[config.mk]
export PLATFORM = sky130hd
export DESIGN_NAME = bt_link_top
export DESIGN_NICKNAME = d
export VERILOG_FILES = /design/src/common/bt_data_pkg.sv /design/src/common/bt_ctrl_pkg.sv /design/src/rtl/sensor_sampler.sv /design/src/rtl/status_reporter.sv /design/src/uart_tx/tx_arbiter.sv /design/src/uart_tx/uart_serializer.sv /design/src/rtl/bt_link_top.sv
export VERILOG_INCLUDE_DIRS = /design/src /design/src/common
export SDC_FILE = /design/constraint.sdc
export NUM_CORES = 1
export LEC_CHECK = 0
export ABC_CLOCK_PERIOD_IN_PS = 4500
export BUFFER_PORTS_ARGS = -buffer_cell sky130_fd_sc_hd__buf_4
export CAP_MARGIN = 25
export CORE_MARGIN = 4
export CORE_UTILIZATION = 45
export CTS_CLUSTER_DIAMETER = 50
export DETAILED_ROUTE_END_ITERATION = 8
export MAX_ROUTING_LAYER = met4
export PLACE_DENSITY = 0.62
export SYNTH_ARGS = -nofsm -noshare
export SYNTH_HDL_FRONTEND = slang
export SYNTH_HIERARCHICAL = 1
export SYNTH_SLANG_ARGS = --single-unit
[constraint.sdc]
create_clock -name CLK1MHZ -period 4.5 [get_ports CLK1MHZ]
set_input_delay 0 -clock CLK1MHZ [delete_from_list [all_inputs] [get_ports CLK1MHZ]]
set_output_delay 0 -clock CLK1MHZ [all_outputs]
set_load 0.02 [all_outputs]
[src/common/bt_link_params.svh]
`ifndef BT_LINK_PARAMS_SVH
`define BT_LINK_PARAMS_SVH

// fabric cycles per uart bit
`define BT_BIT_CYCLES 8

// credits per source, same as arbiter buffer depth
`define BT_CREDITS 4

// number of sensor channels
`define BT_CHANNELS 4

// pending frames held inside each producer
`define BT_QUEUE_DEPTH 4

// header nibbles, low bits carry channel or state
`define BT_SENSOR_HDR 4'h5
`define BT_STATUS_HDR 4'hA

`endif

[src/common/bt_data_pkg.sv]
`include "bt_link_params.svh"

package bt_data_pkg;

	// one byte on the serial line
	typedef logic [7:0] byte_t;

	// sensor channel index
	typedef logic [$clog2(`BT_CHANNELS)-1:0] channel_t;

	// counts 0 up to BT_CREDITS inclusive
	typedef logic [$clog2(`BT_CREDITS+1)-1:0] credit_t;

	// all channel values side by side, channel 0 in the low byte
	typedef byte_t [`BT_CHANNELS-1:0] sensor_bus_t;

	// one byte of a frame plus end marker
	typedef struct packed
	{
		byte_t data;
		logic  last;
	} frame_beat_t;

endpackage

[src/common/bt_ctrl_pkg.sv]
package bt_ctrl_pkg;

	// frame producers behind the arbiter
	typedef enum logic
	{
		SRC_SENSOR = 1'b0,
		SRC_STATUS = 1'b1
	} src_id_t;

	// sensor frame sequencing
	typedef enum logic [1:0]
	{
		S_IDLE = 2'd0,
		S_HDR  = 2'd1,
		S_DATA = 2'd2
	} sampler_state_t;

	// arbiter grant fsm
	typedef enum logic
	{
		A_PICK = 1'b0,
		A_HOLD = 1'b1
	} arb_state_t;

	// 8N1 transmit fsm
	typedef enum logic [1:0]
	{
		T_IDLE  = 2'd0,
		T_START = 2'd1,
		T_BITS  = 2'd2,
		T_STOP  = 2'd3
	} ser_state_t;

endpackage

[src/rtl/sensor_sampler.sv]
`include "bt_link_params.svh"

module sensor_sampler
(
	input  logic                     CLK1MHZ,
	input  logic                     resetn,
	input  logic                     sample_req,
	input  bt_data_pkg::channel_t    sample_sel,
	input  bt_data_pkg::sensor_bus_t sensor_values,
	output logic                     sample_ready,
	output bt_data_pkg::frame_beat_t beat,
	output logic                     beat_valid,
	input  logic                     credit_return
);
	import bt_data_pkg::*;
	import bt_ctrl_pkg::*;

	localparam int PTR_W = $clog2(`BT_QUEUE_DEPTH);

	// request queue, channel and value captured together
	channel_t q_ch [`BT_QUEUE_DEPTH];
	byte_t    q_val [`BT_QUEUE_DEPTH];
	logic [PTR_W-1:0] wr_ptr;
	logic [PTR_W-1:0] rd_ptr;
	logic [PTR_W:0]   q_count;

	credit_t        credits;
	sampler_state_t state;
	channel_t       cur_ch;
	byte_t          cur_val;
	logic           accept;
	logic           pop;
	logic           send;

	assign sample_ready = (q_count != `BT_QUEUE_DEPTH);
	assign accept       = sample_req && sample_ready;
	// fsm takes the oldest entry once idle
	assign pop          = (state == S_IDLE) && (q_count != '0);
	// a beat goes out only with a credit in hand
	assign send         = ((state == S_HDR) || (state == S_DATA)) && (credits != '0);

	// queue storage and current frame payload
	always_ff @(posedge CLK1MHZ)
	begin
		if (accept)
		begin
			q_ch[wr_ptr]  <= sample_sel;
			q_val[wr_ptr] <= sensor_values[sample_sel];
		end
		if (pop)
		begin
			cur_ch  <= q_ch[rd_ptr];
			cur_val <= q_val[rd_ptr];
		end
		// header first, then the sampled value closes the frame
		if (state == S_HDR)
		begin
			beat.data <= byte_t'({`BT_SENSOR_HDR, 4'(cur_ch)});
			beat.last <= 1'b0;
		end
		else
		begin
			beat.data <= cur_val;
			beat.last <= 1'b1;
		end
	end

	always_ff @(posedge CLK1MHZ or negedge resetn)
	begin
		if (!resetn)
		begin
			wr_ptr     <= '0;
			rd_ptr     <= '0;
			q_count    <= '0;
			credits    <= credit_t'(`BT_CREDITS);
			state      <= S_IDLE;
			beat_valid <= 1'b0;
		end
		else
		begin
			if (accept)
				wr_ptr <= wr_ptr + 1'b1;
			if (pop)
				rd_ptr <= rd_ptr + 1'b1;
			q_count    <= q_count + (PTR_W+1)'(accept) - (PTR_W+1)'(pop);
			credits    <= credits + credit_t'(credit_return) - credit_t'(send);
			beat_valid <= send;
			case (state)
				S_IDLE:
					if (pop)
						state <= S_HDR;
				S_HDR:
					if (send)
						state <= S_DATA;
				S_DATA:
					if (send)
						state <= S_IDLE;
				default:
					state <= S_IDLE;
			endcase
		end
	end

endmodule

[src/rtl/status_reporter.sv]
`include "bt_link_params.svh"

module status_reporter
(
	input  logic                     CLK1MHZ,
	input  logic                     resetn,
	input  logic                     bt_state,
	output bt_data_pkg::frame_beat_t beat,
	output logic                     beat_valid,
	input  logic                     credit_return
);
	import bt_data_pkg::*;

	localparam int PTR_W = $clog2(`BT_QUEUE_DEPTH);

	// two stage resync plus last seen level
	logic sync_1;
	logic sync_2;
	logic state_q;
	logic changed;

	logic q_state [`BT_QUEUE_DEPTH];
	logic [PTR_W-1:0] wr_ptr;
	logic [PTR_W-1:0] rd_ptr;
	logic [PTR_W-1:0] wr_idx;
	logic [PTR_W:0]   q_count;
	logic             q_full;
	logic             push;
	credit_t          credits;
	logic             send;

	assign changed = sync_2 ^ state_q;
	assign q_full  = (q_count == `BT_QUEUE_DEPTH);
	// full queue, new edge replaces the youngest entry
	assign push    = changed && !q_full;
	assign wr_idx  = q_full ? (wr_ptr - 1'b1) : wr_ptr;
	assign send    = (q_count != '0) && (credits != '0);

	always_ff @(posedge CLK1MHZ)
	begin
		if (changed)
			q_state[wr_idx] <= sync_2;
		// single byte frame, state in bit 0
		beat.data <= byte_t'({`BT_STATUS_HDR, 3'b000, q_state[rd_ptr]});
		beat.last <= 1'b1;
	end

	always_ff @(posedge CLK1MHZ or negedge resetn)
	begin
		if (!resetn)
		begin
			sync_1     <= 1'b0;
			sync_2     <= 1'b0;
			state_q    <= 1'b0;
			wr_ptr     <= '0;
			rd_ptr     <= '0;
			q_count    <= '0;
			credits    <= credit_t'(`BT_CREDITS);
			beat_valid <= 1'b0;
		end
		else
		begin
			sync_1  <= bt_state;
			sync_2  <= sync_1;
			state_q <= sync_2;
			if (push)
				wr_ptr <= wr_ptr + 1'b1;
			if (send)
				rd_ptr <= rd_ptr + 1'b1;
			q_count    <= q_count + (PTR_W+1)'(push) - (PTR_W+1)'(send);
			credits    <= credits + credit_t'(credit_return) - credit_t'(send);
			beat_valid <= send;
		end
	end

endmodule

[src/uart_tx/tx_arbiter.sv]
`include "bt_link_params.svh"

module tx_arbiter
(
	input  logic                     CLK1MHZ,
	input  logic                     resetn,
	input  bt_data_pkg::frame_beat_t sensor_beat,
	input  logic                     sensor_valid,
	output logic                     sensor_credit,
	input  bt_data_pkg::frame_beat_t status_beat,
	input  logic                     status_valid,
	output logic                     status_credit,
	output bt_data_pkg::frame_beat_t out_beat,
	output logic                     out_valid,
	input  logic                     out_ready
);
	import bt_data_pkg::*;
	import bt_ctrl_pkg::*;

	localparam int PTR_W = $clog2(`BT_CREDITS);

	// one credit-sized buffer per source
	frame_beat_t      buf_mem [2][`BT_CREDITS];
	logic [PTR_W-1:0] wr_ptr [2];
	logic [PTR_W-1:0] rd_ptr [2];
	credit_t          fill [2];
	frame_beat_t      in_beat [2];
	logic             in_valid [2];
	logic             pop [2];

	arb_state_t state;
	src_id_t    grant;
	src_id_t    last_grant;
	src_id_t    other;
	src_id_t    pick;
	logic       pick_any;
	logic       fire;

	assign in_beat[SRC_SENSOR]  = sensor_beat;
	assign in_beat[SRC_STATUS]  = status_beat;
	assign in_valid[SRC_SENSOR] = sensor_valid;
	assign in_valid[SRC_STATUS] = status_valid;

	// granted source drives the serializer while it has data
	assign out_valid = (state == A_HOLD) && (fill[grant] != '0);
	assign out_beat  = buf_mem[grant][rd_ptr[grant]];
	assign fire      = out_valid && out_ready;
	assign pop[SRC_SENSOR] = fire && (grant == SRC_SENSOR);
	assign pop[SRC_STATUS] = fire && (grant == SRC_STATUS);

	// round robin, the source not served last goes first
	assign other = (last_grant == SRC_SENSOR) ? SRC_STATUS : SRC_SENSOR;
	always_comb
	begin
		pick     = last_grant;
		pick_any = 1'b0;
		if (fill[other] != '0)
		begin
			pick     = other;
			pick_any = 1'b1;
		end
		else if (fill[last_grant] != '0)
			pick_any = 1'b1;
	end

	always_ff @(posedge CLK1MHZ)
	begin
		for (int s = 0; s < 2; s++)
			if (in_valid[s])
				buf_mem[s][wr_ptr[s]] <= in_beat[s];
	end

	always_ff @(posedge CLK1MHZ or negedge resetn)
	begin
		if (!resetn)
		begin
			for (int s = 0; s < 2; s++)
			begin
				wr_ptr[s] <= '0;
				rd_ptr[s] <= '0;
				fill[s]   <= '0;
			end
			state         <= A_PICK;
			grant         <= SRC_SENSOR;
			last_grant    <= SRC_STATUS;
			sensor_credit <= 1'b0;
			status_credit <= 1'b0;
		end
		else
		begin
			for (int s = 0; s < 2; s++)
			begin
				if (in_valid[s])
					wr_ptr[s] <= wr_ptr[s] + 1'b1;
				if (pop[s])
					rd_ptr[s] <= rd_ptr[s] + 1'b1;
				fill[s] <= fill[s] + credit_t'(in_valid[s]) - credit_t'(pop[s]);
			end
			// each forwarded beat frees one slot for its producer
			sensor_credit <= pop[SRC_SENSOR];
			status_credit <= pop[SRC_STATUS];
			case (state)
				A_PICK:
					if (pick_any)
					begin
						grant <= pick;
						state <= A_HOLD;
					end
				A_HOLD:
					// frame ends when its last byte leaves
					if (fire && out_beat.last)
					begin
						last_grant <= grant;
						state      <= A_PICK;
					end
				default:
					state <= A_PICK;
			endcase
		end
	end

endmodule

[src/uart_tx/uart_serializer.sv]
`include "bt_link_params.svh"

module uart_serializer
(
	input  logic                     CLK1MHZ,
	input  logic                     resetn,
	input  bt_data_pkg::frame_beat_t in_beat,
	input  logic                     in_valid,
	output logic                     in_ready,
	output logic                     txd,
	output logic                     sending_complete
);
	import bt_data_pkg::*;
	import bt_ctrl_pkg::*;

	localparam int CYC_W = $clog2(`BT_BIT_CYCLES);

	ser_state_t       state;
	logic [CYC_W-1:0] cyc_cnt;
	logic [2:0]       bit_idx;
	byte_t            shift_reg;
	logic             last_q;
	logic             bit_tick;

	// one new byte per idle slot
	assign in_ready = (state == T_IDLE);
	// end of the current bit period
	assign bit_tick = (cyc_cnt == CYC_W'(`BT_BIT_CYCLES - 1));

	always_ff @(posedge CLK1MHZ or negedge resetn)
	begin
		if (!resetn)
		begin
			state            <= T_IDLE;
			cyc_cnt          <= '0;
			bit_idx          <= '0;
			txd              <= 1'b1;
			sending_complete <= 1'b0;
		end
		else
		begin
			sending_complete <= 1'b0;
			cyc_cnt          <= bit_tick ? '0 : cyc_cnt + 1'b1;
			case (state)
				T_IDLE:
				begin
					cyc_cnt <= '0;
					if (in_valid)
					begin
						// start bit begins next cycle
						txd   <= 1'b0;
						state <= T_START;
					end
				end
				T_START:
					if (bit_tick)
					begin
						bit_idx <= '0;
						txd     <= shift_reg[0];
						state   <= T_BITS;
					end
				T_BITS:
					if (bit_tick)
					begin
						if (bit_idx == 3'd7)
						begin
							txd   <= 1'b1;
							state <= T_STOP;
						end
						else
						begin
							bit_idx <= bit_idx + 1'b1;
							txd     <= shift_reg[1];
						end
					end
				T_STOP:
					if (bit_tick)
					begin
						// pulse lands in the first cycle after the stop bit
						sending_complete <= last_q;
						state            <= T_IDLE;
					end
				default:
					state <= T_IDLE;
			endcase
		end
	end

	// data byte, lsb first
	always_ff @(posedge CLK1MHZ)
	begin
		if (in_valid && in_ready)
		begin
			shift_reg <= in_beat.data;
			last_q    <= in_beat.last;
		end
		else if ((state == T_BITS) && bit_tick)
			shift_reg <= shift_reg >> 1;
	end

endmodule

[src/rtl/bt_link_top.sv]
module bt_link_top
(
	input  logic                     CLK1MHZ,
	input  logic                     resetn,
	input  logic                     sample_req,
	input  bt_data_pkg::channel_t    sample_sel,
	input  bt_data_pkg::sensor_bus_t sensor_values,
	input  logic                     bt_state,
	output logic                     sample_ready,
	output logic                     txd,
	output logic                     sending_complete
);
	import bt_data_pkg::*;

	// producer side links
	frame_beat_t sensor_beat;
	logic        sensor_valid;
	logic        sensor_credit;
	frame_beat_t status_beat;
	logic        status_valid;
	logic        status_credit;

	// arbiter to serializer
	frame_beat_t arb_beat;
	logic        arb_valid;
	logic        ser_ready;

	sensor_sampler u_sensor_sampler
	(
		.CLK1MHZ       (CLK1MHZ),
		.resetn        (resetn),
		.sample_req    (sample_req),
		.sample_sel    (sample_sel),
		.sensor_values (sensor_values),
		.sample_ready  (sample_ready),
		.beat          (sensor_beat),
		.beat_valid    (sensor_valid),
		.credit_return (sensor_credit)
	);

	status_reporter u_status_reporter
	(
		.CLK1MHZ       (CLK1MHZ),
		.resetn        (resetn),
		.bt_state      (bt_state),
		.beat          (status_beat),
		.beat_valid    (status_valid),
		.credit_return (status_credit)
	);

	tx_arbiter u_tx_arbiter
	(
		.CLK1MHZ       (CLK1MHZ),
		.resetn        (resetn),
		.sensor_beat   (sensor_beat),
		.sensor_valid  (sensor_valid),
		.sensor_credit (sensor_credit),
		.status_beat   (status_beat),
		.status_valid  (status_valid),
		.status_credit (status_credit),
		.out_beat      (arb_beat),
		.out_valid     (arb_valid),
		.out_ready     (ser_ready)
	);

	uart_serializer u_uart_serializer
	(
		.CLK1MHZ          (CLK1MHZ),
		.resetn           (resetn),
		.in_beat          (arb_beat),
		.in_valid         (arb_valid),
		.in_ready         (ser_ready),
		.txd              (txd),
		.sending_complete (sending_complete)
	);

endmodule

==> results by group <==
Status
  • Status: completed

Setup path
  • Largest stage delay on the critical path: 0.51 ns
  • FF-to-FF Start: u_uart_serializer/state[1]
  • R2R Path End: u_tx_arbiter/fill[5]
  • Crit path capture type: flip-flop
  • R2r worst-path depth: 11
  • Critical path arrival: 3.30 ns
  • R2R setup slack: 1.60 ns
  • Crit-path max FO: 7
  • Setup crit start kind: flip-flop
  • CP Cell Sequence: inv_1 -> ha_1 -> nand2_1 -> nor3_1 -> ha_1 -> inv_1 -> ha_1 -> inv_1 -> fa_1 -> xnor2_1 -> xnor2_1
  • Crit-path slowest cell: nor3_1
  • Worst EP required: roughly 4.9 ns
  • Setup CP Type: reg -> reg

Yosys
  • Post-synth ARST share: 0.279
  • Register bit total from synthesis: 201
  • Part of the Yosys area used for sequential elements: 0.651
  • EDFF count, synth: 135
  • Synth warn: 6
  • Mapped Cells: between 500 and 600
  • Top_reg_cell synth: edfxtp_1
  • Number of distinct library cells after synthesis: 62
  • Mapped Avg Cell Area: 16.6 µm²
  • Post-synth design cell area: slightly below 9000 µm²

Power and ir drop
  • Switching Fraction: 0.238
  • Power share of the sequential group: 0.502
  • Pwr per Cell Area: ~500 nW/µm²
  • Comb pwr share: 0.139
  • Leakage: 4.02 nW
  • Internal power: about 3.8 mW
  • Clock share of power: 0.359
  • Max VDD drop: 0.282 mV
  • P_sw: 1.19 mW

Finish
  • Most frequent cells in the layout: edfxtp_1 (135), dfrtp_1 (52), buf_4 (42)
  • N_diodes: 0
  • Most common cell after layout, fill and taps aside: edfxtp_1
  • Multi-input logic area: about 2700 µm²
  • Final-stage net count: a little under 700
  • Layout overhead on the synthesized area: 16.4%
  • Fill cell count: 1481
  • Design area: 10100 µm²
  • Number of flip-flops in the largest register: just over 70
  • Register area: 5660 µm²
  • Layout cell share with drive strength beyond 1: 0.247

Placed design
  • Port bufs: 40
  • HPWL after DPL: 9560 µm
  • RePlAce Congestion: 0.794
  • Cell Area, Placed: a little over 9000 µm²

Timing
  • Final min period: about 2.9 ns
  • Setup TNS: 0 ns
  • Final setup viols: 0
  • Fin crit share: 0.644
  • Final hold violations: 0
  • Clk_skew: 0.0241 ns
  • Tightest Pin Transition: 1.03 ns
  • Fin. max-slew vios: 0
  • Top achievable clock speed: about 350 MHz
  • Normalized max-slew margin: 0.298
  • Setup repair after global routing missed its margin: false

Detailed routing
  • 1st-pass router iterations: 4
  • Wire length per cell: 16.3 µm
  • Vias/cell: between 4 and 5
  • Routed Antenna Nets: 0
  • Final WL: 14200 µm
  • DRC: 0
  • Vias: 4284
  • Initial DRC count: around 200

Global routing
  • Initial antenna violation count: 0
  • Largest net degree at the start of global routing: 57
  • Total grt overflow: 0
  • First-pass GRT wire length: ~24000 µm
  • GRT Total Usage: 0.141
  • Vias in the first global route: 4640

Clock network
  • CTS tree: done
  • Clk slew on worst S/H paths: 0.06 ns
  • H-tree levels: 1
  • Clock Sinks: about 200
  • Cts bufs inserted: 23
  • Clock buffer depth: 3
  • Post_cts resized: 0
  • Root Driver: clkbuf_16
  • Clk Latency, worst-skew pair: 0.50 ns

Floorplanning
  • Die Y: 147 µm
  • IO Pins: 41
  • Die Span X: 147 µm
  • Die outline area: 21600 µm²
  • Initial Utilization: 0.462
  • Row cnt: 50
  • Core area: approximately 19000 µm²

Worst hold path
  • HP Class: in -> async

Flow run
  • Max-cap viol count: 0
[synthesized netlist by cell type (2+ instances only)]
cell type	count	area, µm²
nor3b_1	4	30.0
mux4_2	27	608
xnor2_1	21	184
ha_1	36	450
buf_2	4	20.0
conb_1	2	7.51
a22oi_1	2	15.0
fa_1	6	120
buf_6	6	67.6
edfxtp_1	135	4050
o21ai_1	8	40.0
and2_1	8	50.1
mux2_4	2	30.0
or3b_4	2	22.5
mux2i_1	25	250
mux2_2	22	248
nand2_1	19	71.3
nor3_1	7	35.0
a21oi_1	3	15.0
or2_2	3	18.8
xor2_1	7	61.3
dfxtp_1	10	200
and3_2	4	30.0
nand3b_1	2	15.0
buf_4	9	67.6
clkbuf_1	3	11.3
inv_1	38	143
nor2b_1	5	31.3
dfstp_2	4	105
o21ai_0	7	35.0
nor2_1	7	26.3
dfrtp_1	52	1300
nand2b_1	2	12.5
a22o_1	4	35.0
and3_1	2	12.5
[layout make-up]
type / count / share of cell area
flip-flops and latches: 201 / 0.560
multi-input cells: 268 / 0.270
clock buffers: 36 / 0.0637
repair buffers: 63 / 0.0520
well taps: 260 / 0.0322
inverters: 38 / 0.0141
clock inverters: 6 / 0.00866
[logic make-up (layout without fill, tap and decap cells)]
family,Yosys count,after routing,share of synthesized area
other,2,8,0.000864
multiplexers,78,78,0.135
AO/OA/AOI/OAI,38,38,0.0322
buffers and inverters,62,143,0.0376
adder cells (fa/ha/maj),42,42,0.0656
AND/OR/NAND/NOR,74,74,0.0492
XOR/XNOR,28,28,0.0282
flip-flops,201,201,0.651
[repair_timing]
item	CTS	global route
endpoints found under the hold margin	96	0
buffers inserted	0	0
hold buffers	21	0
[worst max-delay path by stage]
stage / from / end / cells after the start
after floorplan: u_uart_serializer/state[0] / u_tx_arbiter/fill[5] / 11
after global placement: u_tx_arbiter/grant / u_uart_serializer/shift_reg[0] / 6
after detailed placement: u_uart_serializer/state[1] / u_tx_arbiter/fill[5] / 11
after CTS: u_uart_serializer/state[1] / u_tx_arbiter/fill[5] / 11
after global routing: u_uart_serializer/state[1] / u_tx_arbiter/fill[5] / 11
final: u_uart_serializer/state[1] / u_tx_arbiter/fill[5] / 11
[stage by stage]
| step | hold slack, ns | power (mW) | instances | setup slack, ns | utilization |
|---|---|---|---|---|---|
| 6_report | 0.102 | 4.98 | 872 | 1.60 | 0.537 |
| 2_1_floorplan | -0.296 | 3.02 | 531 | 1.96 | - |
| 3_5_place_dp | 0.112 | 3.24 | 809 | 1.66 | 0.487 |
| 3_3_place_gp | 0.0993 | 3.18 | 809 | 1.75 | 0.487 |
| 5_1_grt | 0.169 | 5.25 | 872 | 1.34 | 0.537 |
| 4_1_cts | 0.122 | 5.06 | 872 | 1.59 | 0.537 |
[per-layer routing]
metal,part of all wire,up-vias,GRT usage
met5,0,-,-
met4,0.025,0,0.0415
met3,0.041,26,0.0268
met2,0.51,76,0.244
met1,0.42,2134,0.170
li1,-,2048,-
[worst max-delay path: cells and delay by family, from the launching register on]
kind	cells	cell delay [ns]
adders and majority gates	4	1.15
DFF	1	0.43
buffers and inverters	3	0.24
xor gates and xnor gates	2	0.31
and+or+nand+nor	2	0.70
[power groups by stage]
| stage | Sequential (mW) | Clock (mW) | Combinational [mW] |
|---|---|---|---|
| global placement | 2.52 | 0 | 0.654 |
| CTS | 2.51 | 1.84 | 0.713 |
| global route | 2.54 | 1.93 | 0.787 |
| finish | 2.50 | 1.79 | 0.694 |
| floorplan | 2.45 | 0 | 0.574 |
| detailed placement | 2.54 | 0 | 0.693 |
(Power assumes the default switching activity.)
